$ cat src/design/exOpsPkg.sv
// Execute stage operation codes, branch conditions and result-source encoding
`default_nettype none

package exOpsPkg;

    // ------------------------------------------------------------
    // Datapath sizing
    // ------------------------------------------------------------
    localparam int dataWidth  = 32;
    localparam int shiftWidth = $clog2(dataWidth);

    // ------------------------------------------------------------
    // SPECIAL function codes, ALU group
    // ------------------------------------------------------------
    localparam logic [5:0] funcSll   = 6'h00;
    localparam logic [5:0] funcSrl   = 6'h02;
    localparam logic [5:0] funcSra   = 6'h03;
    localparam logic [5:0] funcAdd   = 6'h20;
    localparam logic [5:0] funcAddu  = 6'h21;
    localparam logic [5:0] funcSub   = 6'h22;
    localparam logic [5:0] funcSubu  = 6'h23;
    localparam logic [5:0] funcAnd   = 6'h24;
    localparam logic [5:0] funcOr    = 6'h25;
    localparam logic [5:0] funcXor   = 6'h26;
    localparam logic [5:0] funcNor   = 6'h27;
    localparam logic [5:0] funcSlt   = 6'h2a;
    localparam logic [5:0] funcSltu  = 6'h2b;

    // SPECIAL function codes touching HI/LO
    localparam logic [5:0] funcMfhi  = 6'h10;
    localparam logic [5:0] funcMthi  = 6'h11;
    localparam logic [5:0] funcMflo  = 6'h12;
    localparam logic [5:0] funcMtlo  = 6'h13;
    localparam logic [5:0] funcMult  = 6'h18;
    localparam logic [5:0] funcMultu = 6'h19;

    // SPECIAL2 codes, only meaningful with mulOp set
    localparam logic [5:0] funcMadd  = 6'h00;
    localparam logic [5:0] funcMaddu = 6'h01;
    localparam logic [5:0] funcMul   = 6'h02;
    localparam logic [5:0] funcMsub  = 6'h04;
    localparam logic [5:0] funcMsubu = 6'h05;
    localparam logic [5:0] funcClz   = 6'h20;
    localparam logic [5:0] funcClo   = 6'h21;

    // ------------------------------------------------------------
    // Branch conditions and result sources
    // ------------------------------------------------------------
    typedef enum logic [2:0] {
        brEq  = 3'd0,
        brNe  = 3'd1,
        brLez = 3'd2,
        brGtz = 3'd3,
        brLtz = 3'd4,
        brGez = 3'd5
    } brCondE;

    typedef enum logic [1:0] {
        outAlu = 2'b00,
        outBra = 2'b01,
        outMul = 2'b10
    } outSelE;

endpackage

`default_nettype wire

$ cat src/design/exTypesPkg.sv
// Execute stage payload and control structs shared between blocks
`default_nettype none

package exTypesPkg;

    // ------------------------------------------------------------
    // Issued request, as it enters the execute stage
    // ------------------------------------------------------------
    typedef struct packed {
        logic                                aluOp;
        logic                                mulOp;
        logic                                jump;
        logic                                branch;
        logic                                regWrite;
        logic                                aluEn;
        logic                                memWrite;
        logic [5:0]                          func;
        exOpsPkg::brCondE                    brCond;
        logic [exOpsPkg::dataWidth-1:0]      opA;
        logic [exOpsPkg::dataWidth-1:0]      opB;
        logic [exOpsPkg::dataWidth-1:0]      pc;
        logic [exOpsPkg::dataWidth-1:0]      imm;
        logic [4:0]                          destReg;
    } exRequestT;

    // ------------------------------------------------------------
    // One result per request, out of the stage
    // ------------------------------------------------------------
    typedef struct packed {
        logic [exOpsPkg::dataWidth-1:0]      value;
        logic                                regWrite;
        logic                                branchTaken;
        logic [exOpsPkg::dataWidth-1:0]      target;
        logic [4:0]                          destReg;
    } exResultT;

    // ------------------------------------------------------------
    // Decoded controls for the units and result mux
    // ------------------------------------------------------------
    typedef struct packed {
        // Accumulator write enable
        logic                                accEn;
        // Multiplier B source, low means constant one
        logic                                mulSelB;
        logic                                regWrite;
        logic                                braEn;
        logic                                branchTaken;
        exOpsPkg::outSelE                    outSel;
    } exCtrlT;

endpackage

`default_nettype wire

$ cat src/design/exBranch.sv
// Branch condition evaluation and branch/jump target computation
`timescale 1ns/1ps
`default_nettype none

module exBranch (
    input  exTypesPkg::exRequestT          req,
    output logic                           braTaken,
    output logic [exOpsPkg::dataWidth-1:0] target
);

    logic signed [exOpsPkg::dataWidth-1:0] aSigned;
    logic                                  condMet;
    logic [exOpsPkg::dataWidth-1:0]        branchTarget;

    assign aSigned = req.opA;

    always_comb
    begin
        case (req.brCond)
            exOpsPkg::brEq:  condMet = req.opA == req.opB;
            exOpsPkg::brNe:  condMet = req.opA != req.opB;
            // Sign tests look at A alone
            exOpsPkg::brLez: condMet = aSigned <= 0;
            exOpsPkg::brGtz: condMet = aSigned > 0;
            exOpsPkg::brLtz: condMet = aSigned < 0;
            exOpsPkg::brGez: condMet = aSigned >= 0;
            default:         condMet = 1'b0;
        endcase
    end

    assign braTaken = req.branch && condMet;

    // Word offset relative to the delay slot
    assign branchTarget = req.pc + exOpsPkg::dataWidth'(4) + (req.imm << 2);

    // Register jump takes its target from A
    assign target = req.jump ? req.opA : branchTarget;

endmodule

`default_nettype wire

$ cat config.mk
export PLATFORM = sky130hd
export DESIGN_NAME = exBranch
export DESIGN_NICKNAME = d
export VERILOG_FILES = /design/src/design/exOpsPkg.sv /design/src/design/exTypesPkg.sv /design/src/design/exBranch.sv
export SDC_FILE = /design/constraint.sdc
export NUM_CORES = 1
export LEC_CHECK = 0
export ABC_AREA = 1
export BUFFER_PORTS_ARGS = -buffer_cell sky130_fd_sc_hd__buf_2
export CORE_MARGIN = 3
export CORE_UTILIZATION = 45
export DETAILED_ROUTE_END_ITERATION = 8
export GPL_ROUTABILITY_DRIVEN = 0
export PLACE_DENSITY = 0.8
export SETUP_SLACK_MARGIN = 0.1
export SYNTH_ARGS = -nofsm -noshare
export SYNTH_HDL_FRONTEND = slang
export SYNTH_SLANG_ARGS = --single-unit
$ cat constraint.sdc
create_clock -name vclk -period 5.5
set_input_delay 0.825 -clock vclk [all_inputs]
set_output_delay 0.825 -clock vclk [all_outputs]
set_load 0.01 [all_outputs]
==> impl_metrics.csv <==
group,metric,value,unit
layout,nets,1036,
floorplan,core,7410,µm²
sta,hold_viol_final,0,
clocking,postCtsResizedCells,0,
layout,final_layout_size_suffix_gt1_share,23.2,%
worst_setup_path,crit_fanout,4,
grt,antenna_found_initial,0,
worst_setup_path,critical_path_class,"primary input to primary output",
synthesis,synth_top_area_share,29.1,%
sta,setup-violations-final,0,
route,vias,4590,
outcome,status,"finished clean",
synthesis,syn_avg_cell_area,5.22,µm²
synthesis,netlist_top_cells_area,"nand2_1 (29%), ha_1 (20%), inv_1 (10%)",
place,port_buffers,164,
floorplan,ios,182,
route,drt_pass1_iterations,6,
floorplan,start_util,47.2,%
layout,seq_cell_count,0,
place,placed_cell_area,4410,µm²
place,detailed_place_hpwl,9.47,mm
sta,fin_hold_ws,1.92,ns
sta,slew_violations,0,
min_path,min_path_type,"primary input to primary output",
route,drt_iter0_drc,186,
grt,grt_pass1_vias,4303,
sta,grt_setup_unrepaired,"false",
worst_setup_path,start_kind,"primary input",
grt,grt_pass1_wl,17.3,mm
synthesis,synthesis.instances,670,
layout,final.fill_count,800,
synthesis,synth_warnings,0,
layout,register_area,0,µm²
synthesis,synthTopCellsByCount,"nand2_1 (271), inv_1 (97), nor2_1 (69)",
synthesis,syn-cell-area,3500,µm²
layout,diodes,0,
pwr,finalPower,0.000488,W
floorplan,dieArea,8870,µm²
worst_setup_path,path_cells,"buf_2 -> ha_1 -> ha_1 -> fa_1 -> nand3_1 -> nand3_1 -> nand2_1 -> nand2_1 -> or2_2 -> nand3_1 -> o21ai_0 -> buf_2",
sta,post-route-min-period,3.85,ns
flow_run,drv_cap,0,
sta,worst_pin_slew,0.910,ns
synthesis,synth.most_common_cell,"nand2_1",
layout,area.growth.synth_to_final,26.1,%
sta,tns,0,ns
grt,grt_usage,23.1,%
synthesis,ys_types,28,
clocking,post_cts_buffers,0,
pwr,ir_drop,72.1,µV
synthesis,synth_nets,877,
worst_setup_path,slowest_delay,0.45,ns
floorplan,die_x,94.2,µm
floorplan,die_h,94.2,µm
layout,finalInstanceArea,4410,µm²
worst_setup_path,end_kind,"primary output",
worst_setup_path,crit_buf_inv,2,
worst_setup_path,critical_path.top_delay_family,"adder cells",
grt,grt_max_degree,37,
floorplan,row_count,31,
worst_setup_path,critical_path.most_common_cell,"nand3_1",
pwr,leakage,2.75,nW
route,wl_per_cell,11.4,µm
route,postRouteAntennaNets,0,
worst_setup_path,critPathRequiredTime,4.68,ns
grt,overflow,0,
layout,clkbuf_count,0,
synthesis,yosys.area.top_type,"nand2_1",
route,drc,0,
clocking,holdBufCountCts,0,
route,via_per_inst,4.96,
sta,clock.fmax,260,MHz
sta,slew_headroom,39.3,%
worst_setup_path,cp.arrival,3.03,ns
worst_setup_path,cpMaxStageDelayCell,"fa_1",
pwr,p_per_area,111,nW/µm²
route,routed_wirelength,10.6,mm
sta,fin_crit_sh,70.1,%
synthesis,yosysSeqAreaShare,0,%
==> layer usage <==
layer | vias to the layer above | wire (µm) | track usage (%)
met3 | 26 | 718 | 2.16
met2 | 172 | 5270 | 44.6
met1 | 1973 | 4250 | 26.5
li1 | 2419 | - | -
met5 | - | 0 | 0
met4 | 0 | 314 | 6.38
==> layout make-up <==
| type | instances | area, µm² | area share, % |
|---|---|---|---|
| multi-input cells | 566 | 3100 | 70.3 |
| repair buffers | 164 | 821 | 18.6 |
| inverters | 97 | 364 | 8.26 |
| well taps | 99 | 124 | 2.81 |
==> worst paths after layout <==
check             cells past startpoint     from         to
setup / recovery                     12   req[6]  target[9]
hold / removal                        4  req[37]  target[0]
==> worst min-delay path: stages <==
cell,delay (ns)
buf_2,0.07
nand2_1,0.04
nand2_1,0.04
buf_2,0.11
==> where the power goes <==
part           switching (W)  total, W  leakage [nW]  internal [W]
clock network              0         0             0             0
logic               0.000289  0.000488          2.75      0.000199
registers                  0         0             0             0
==> per-stage QoR <==
stage,setup slack (ns),utilization [%],instances
2_1_floorplan,2.08,-,670
3_3_place_gp,1.66,59.5,926
3_5_place_dp,1.68,59.5,926
4_1_cts,1.66,59.5,926
5_1_grt,1.48,59.5,926
6_report,1.65,59.5,926
==> placed cells by master (no fill, tap or decap), types with 4 or more instances in the layout <==
cell / n
nand2_1: 271
buf_2: 164
xnor2_1: 28
nand3_1: 43
nand4_1: 5
inv_1: 97
ha_1: 57
o21ai_1: 6
o21ai_0: 20
a21oi_1: 23
nor2_2: 6
nand3b_1: 5
nand2_2: 4
nor2_1: 69
nand3_2: 10
==> cells by family after synthesis <==
group	Yosys count	synth area share [%]
AO/OA/AOI/OAI	56	8.80
XOR/XNOR	28	7.01
adder cells (fa/ha/maj)	58	21.0
buffers and inverters	104	11.3
AND/OR/NAND/NOR	424	51.9
(Power assumes the default switching activity.)
