File: src/design/exOpsPkg.sv
// Execute stage operation codes, branch conditions and result-source encoding
`default_nettype none

package exOpsPkg;

    // ------------------------------------------------------------
    // Datapath sizing
    // ------------------------------------------------------------
    localparam int dataWidth  = 32;
    localparam int shiftWidth = $clog2(dataWidth);

    // ------------------------------------------------------------
    // SPECIAL function codes, ALU group
    // ------------------------------------------------------------
    localparam logic [5:0] funcSll   = 6'h00;
    localparam logic [5:0] funcSrl   = 6'h02;
    localparam logic [5:0] funcSra   = 6'h03;
    localparam logic [5:0] funcAdd   = 6'h20;
    localparam logic [5:0] funcAddu  = 6'h21;
    localparam logic [5:0] funcSub   = 6'h22;
    localparam logic [5:0] funcSubu  = 6'h23;
    localparam logic [5:0] funcAnd   = 6'h24;
    localparam logic [5:0] funcOr    = 6'h25;
    localparam logic [5:0] funcXor   = 6'h26;
    localparam logic [5:0] funcNor   = 6'h27;
    localparam logic [5:0] funcSlt   = 6'h2a;
    localparam logic [5:0] funcSltu  = 6'h2b;

    // SPECIAL function codes touching HI/LO
    localparam logic [5:0] funcMfhi  = 6'h10;
    localparam logic [5:0] funcMthi  = 6'h11;
    localparam logic [5:0] funcMflo  = 6'h12;
    localparam logic [5:0] funcMtlo  = 6'h13;
    localparam logic [5:0] funcMult  = 6'h18;
    localparam logic [5:0] funcMultu = 6'h19;

    // SPECIAL2 codes, only meaningful with mulOp set
    localparam logic [5:0] funcMadd  = 6'h00;
    localparam logic [5:0] funcMaddu = 6'h01;
    localparam logic [5:0] funcMul   = 6'h02;
    localparam logic [5:0] funcMsub  = 6'h04;
    localparam logic [5:0] funcMsubu = 6'h05;
    localparam logic [5:0] funcClz   = 6'h20;
    localparam logic [5:0] funcClo   = 6'h21;

    // ------------------------------------------------------------
    // Branch conditions and result sources
    // ------------------------------------------------------------
    typedef enum logic [2:0] {
        brEq  = 3'd0,
        brNe  = 3'd1,
        brLez = 3'd2,
        brGtz = 3'd3,
        brLtz = 3'd4,
        brGez = 3'd5
    } brCondE;

    typedef enum logic [1:0] {
        outAlu = 2'b00,
        outBra = 2'b01,
        outMul = 2'b10
    } outSelE;

endpackage

`default_nettype wire

File: src/design/exTypesPkg.sv
// Execute stage payload and control structs shared between blocks
`default_nettype none

package exTypesPkg;

    // ------------------------------------------------------------
    // Issued request, as it enters the execute stage
    // ------------------------------------------------------------
    typedef struct packed {
        logic                                aluOp;
        logic                                mulOp;
        logic                                jump;
        logic                                branch;
        logic                                regWrite;
        logic                                aluEn;
        logic                                memWrite;
        logic [5:0]                          func;
        exOpsPkg::brCondE                    brCond;
        logic [exOpsPkg::dataWidth-1:0]      opA;
        logic [exOpsPkg::dataWidth-1:0]      opB;
        logic [exOpsPkg::dataWidth-1:0]      pc;
        logic [exOpsPkg::dataWidth-1:0]      imm;
        logic [4:0]                          destReg;
    } exRequestT;

    // ------------------------------------------------------------
    // One result per request, out of the stage
    // ------------------------------------------------------------
    typedef struct packed {
        logic [exOpsPkg::dataWidth-1:0]      value;
        logic                                regWrite;
        logic                                branchTaken;
        logic [exOpsPkg::dataWidth-1:0]      target;
        logic [4:0]                          destReg;
    } exResultT;

    // ------------------------------------------------------------
    // Decoded controls for the units and result mux
    // ------------------------------------------------------------
    typedef struct packed {
        // Accumulator write enable
        logic                                accEn;
        // Multiplier B source, low means constant one
        logic                                mulSelB;
        logic                                regWrite;
        logic                                braEn;
        logic                                branchTaken;
        exOpsPkg::outSelE                    outSel;
    } exCtrlT;

endpackage

`default_nettype wire

File: src/design/exControl.sv
// Execute control decoding request class flags into unit selects and write enables
`timescale 1ns/1ps
`default_nettype none

module exControl (
    input  exTypesPkg::exRequestT req,
    input  logic                  braTaken,
    output exTypesPkg::exCtrlT    ctrl
);

    always_comb
    begin
        // Defaults: ALU result, pass regWrite, no accumulator update
        ctrl.accEn       = 1'b0;
        ctrl.mulSelB     = 1'b1;
        ctrl.regWrite    = req.regWrite;
        ctrl.braEn       = req.jump | req.branch;
        ctrl.branchTaken = 1'b0;
        ctrl.outSel      = exOpsPkg::outAlu;

        // ------------------------------------------------------------
        // SPECIAL group
        // ------------------------------------------------------------
        if (req.aluOp)
        begin
            case (req.func)
                exOpsPkg::funcMult,
                exOpsPkg::funcMultu,
                exOpsPkg::funcMfhi,
                exOpsPkg::funcMflo:
                begin
                    ctrl.accEn  = 1'b1;
                    ctrl.outSel = exOpsPkg::outMul;
                end
                exOpsPkg::funcMthi,
                exOpsPkg::funcMtlo:
                begin
                    // Operand A goes through the multiplier untouched
                    ctrl.mulSelB = 1'b0;
                    ctrl.accEn   = 1'b1;
                    ctrl.outSel  = exOpsPkg::outMul;
                end
                default:
                begin
                    ctrl.outSel   = exOpsPkg::outAlu;
                    ctrl.regWrite = req.aluEn & !req.memWrite;
                end
            endcase
        end

        // ------------------------------------------------------------
        // SPECIAL2 group
        // ------------------------------------------------------------
        if (req.mulOp)
        begin
            ctrl.outSel = exOpsPkg::outMul;
            case (req.func)
                // Result only, HI/LO untouched
                exOpsPkg::funcClz,
                exOpsPkg::funcClo,
                exOpsPkg::funcMul:
                begin
                    ctrl.accEn = 1'b0;
                end
                default:
                begin
                    ctrl.accEn = 1'b1;
                end
            endcase
        end

        // Control transfer wins over everything above
        if (req.jump)
        begin
            ctrl.regWrite    = req.regWrite;
            ctrl.branchTaken = 1'b1;
            ctrl.outSel      = exOpsPkg::outBra;
        end
        else if (req.branch)
        begin
            ctrl.regWrite    = req.regWrite & braTaken;
            ctrl.branchTaken = braTaken;
            ctrl.outSel      = exOpsPkg::outBra;
        end
    end

endmodule

`default_nettype wire

File: config.mk
export PLATFORM = sky130hd
export DESIGN_NAME = exControl
export DESIGN_NICKNAME = d
export VERILOG_FILES = /design/src/design/exOpsPkg.sv /design/src/design/exTypesPkg.sv /design/src/design/exControl.sv
export SDC_FILE = /design/constraint.sdc
export NUM_CORES = 1
export LEC_CHECK = 0
export ABC_CLOCK_PERIOD_IN_PS = 900
export BUFFER_PORTS_ARGS = -buffer_cell sky130_fd_sc_hd__buf_2
export CAP_MARGIN = 15
export CORE_AREA = 2 2 61 63
export DETAILED_ROUTE_END_ITERATION = 8
export DIE_AREA = 0 0 63 65
export PLACE_DENSITY = 0.64
export SYNTH_ARGS = -nofsm -noshare
export SYNTH_HDL_FRONTEND = slang
export SYNTH_SLANG_ARGS = --single-unit
File: constraint.sdc
create_clock -name vclk -period 0.9
set_clock_uncertainty 0.1 [all_clocks]
set_input_delay 0 -clock vclk [all_inputs]
set_output_delay 0 -clock vclk [all_outputs]
set_load 0.005 [all_outputs]
==> impl_metrics.env <==
export IMPL_tightest_slew_ns=0.3479
export IMPL_grt_max_degree=5
export IMPL_port_buffers=21
export IMPL_netSwitchingPower_uw=60.67
export IMPL_finalSetupViolations=3
export IMPL_rows=22
export IMPL_diodes=0
export IMPL_crit_type="primary input to primary output"
export IMPL_cpPeakStageDelay_ns=0.53
export IMPL_hold_violations=0
export IMPL_dr_pass1_iters=4
export IMPL_setup_slack_ns=-0.2826
export IMPL_seq_power_share=0
export IMPL_final_cells=95
export IMPL_drive_gt1_frac=0.7660
export IMPL_cp_data_required_time_ns=0.80
export IMPL_cp_end_kind="primary output"
export IMPL_start_kind="primary input"
export IMPL_drv_cap=0
export IMPL_final_core_util=0.1163
export IMPL_die_h_um=65
export IMPL_max_slew_margin_rel=0.7648
export IMPL_syn_num_nets=170
export IMPL_critPathMaxFanout=2
export IMPL_grt_ovfl_total=0
export IMPL_grt_usage=0.02647
export IMPL_ys_top_cells_by_area="nor4b_1 13%, mux2_2 8.7%, a21oi_1 7.7%"
export IMPL_nClkBuffers=0
export IMPL_cellLeakagePower_uw=0.0001784
export IMPL_area_growth_pct=212.5
export IMPL_synth_cells=20
export IMPL_min_period_ns=1.183
export IMPL_hold_path_class="primary input to primary output"
export IMPL_p_int_uw=89.08
export IMPL_slowest_stage="or4b_4"
export IMPL_cp_num_buf_inv=2
export IMPL_path_depth=5
export IMPL_yosysSeqAreaShare=0
export IMPL_grt_pass1_wl_um=869
export IMPL_seq_area_um2=0
export IMPL_fmax_mhz=845.6
export IMPL_nFlopsAndLatches=0
export IMPL_yosys_warnings=0
export IMPL_viasPerCell=2.642
export IMPL_path_cells="buf_6, or4b_4, a211o_1, o311ai_2, buf_2"
export IMPL_dpl_worst_slack_ns=-0.3319
export IMPL_status="complete, but fails checks"
export IMPL_drc=0
export IMPL_dieArea_um2=4095
export IMPL_postRouteWirelength_um=690
export IMPL_sw_frac_of_total=0.4051
export IMPL_die_x_um=63
export IMPL_min_from="req[136]"
export IMPL_combPwrFrac=1.000
export IMPL_p_clk_frac=0
export IMPL_peakVddDrop_v=0.0001023
export IMPL_yosysTopAreaCellShare=0.1346
export IMPL_dp_cells=93
export IMPL_p_per_area_nw_per_um2=368.3
export IMPL_cts_hold_buffers=0
export IMPL_period_share=1.314
export IMPL_routedWlPerCell_um=7.263
export IMPL_whs_path_depth=3
export IMPL_syn_area_um2=130.1
export IMPL_synth_area_per_cell_um2=6.506
export IMPL_crit_family="simple AND/OR/NAND/NOR gates"
export IMPL_drt_first_iter_violations=6
export IMPL_ant_nets=0
export IMPL_start_util=0.03722
export IMPL_grt_pass1_vias=184
export IMPL_num_vias=251
export IMPL_violations="negative setup slack"
export IMPL_finalMaxSlewViolations=0
export IMPL_multiInputGateArea_um2=158.9
export IMPL_ys_types=15
export IMPL_rsz0062_at_grt="true"
export IMPL_coreArea_um2=3496
export IMPL_ios=157
export IMPL_final_net_count=199
export IMPL_antenna_found_initial=0
export IMPL_yosysTopAreaCell="nor4b_1"
export IMPL_gp_congestion=0.5388
export IMPL_cp_arrival_ns=1.08
export IMPL_dpl_instance_area_um2=332.8
export IMPL_fillCellCount=416
export IMPL_stdcell_area_um2=406.6
export IMPL_min_to="ctrl[5]"
export IMPL_synth_common_cells="2 x a21oi_1, 2 x inv_1, 2 x nand2_1, 2 x nor2_1, 2 x nor4b_1"
-- worst max-delay path by stage --
stage / from / end
after floorplan: req[145] / ctrl[4]
after global placement: req[145] / ctrl[4]
after detailed placement: req[145] / ctrl[4]
after CTS: req[145] / ctrl[4]
after global routing: req[145] / ctrl[4]
final: req[145] / ctrl[4]
-- layer usage --
metal  vias to the layer above  part of all wire  track usage  wire, µm
li1                        131                 -            -         -
met1                       103              0.46      0.04375       319
met2                        17              0.44      0.03723       307
met3                         0             0.091     0.003472        63
met4                         0                 0            0         0
met5                         -                 0            0         0
-- final cells by class --
| class | count | area share |
|---|---|---|
| inverter | 2 | 0.01846 |
| multi-input combinational | 17 | 0.3908 |
| tap | 48 | 0.1477 |
| timing repair buffer | 28 | 0.4431 |
-- power groups by stage --
| stage | Sequential [µW] | Clock, µW | Combinational (µW) |
|---|---|---|---|
| floorplan | 0 | 0 | 42.5 |
| global route | 0 | 0 | 165 |
| global placement | 0 | 0 | 115 |
| detailed placement | 0 | 0 | 116 |
| CTS | 0 | 0 | 123 |
| finish | 0 | 0 | 150 |
-- repair_timing --
| item | 4_1_cts | 5_1_grt |
|---|---|---|
| pin swaps | 0 | 1 |
| setup buffers | 0 | 3 |
| endpoints found under the setup margin | 5 | 4 |
| gates resized for setup | 3 | 10 |
-- cells by family (layout without fill, tap and decap cells) --
kind of cell,after synthesis,after routing,synth area share
compound gates,6,6,0.3270
buf+inv,3,30,0.1154
mux,1,1,0.08653
simple gates,10,10,0.4712
-- layout by cell type (no fill, tap or decap) --
cell type | netlist | final
a21o_2 | 1 | 1
nor4b_1 | 2 | 2
buf_6 | 0 | 2
nor2_1 | 2 | 2
o311ai_2 | 0 | 1
a21oi_1 | 2 | 1
buf_4 | 1 | 7
a31oi_4 | 0 | 1
nand3_1 | 1 | 1
or4b_4 | 0 | 1
nand2_1 | 2 | 2
a211o_1 | 1 | 1
nor3b_4 | 0 | 1
a21oi_2 | 0 | 1
mux2_2 | 1 | 1
buf_2 | 0 | 18
inv_1 | 2 | 2
buf_8 | 0 | 1
or2_4 | 0 | 1
-- stage by stage --
step                      power [µW]  TNS [ns]  hold slack, ns
final                          149.8   -0.3311          0.1569
after global routing           165.3   -0.5261          0.1757
after CTS                      122.5   -0.4342          0.1571
after detailed placement       116.1   -0.4978          0.1567
after global placement         115.1   -0.4702          0.1551
after floorplan                42.51  -0.01044        -0.04137
Note: power is estimated with default switching activity, not from simulation.
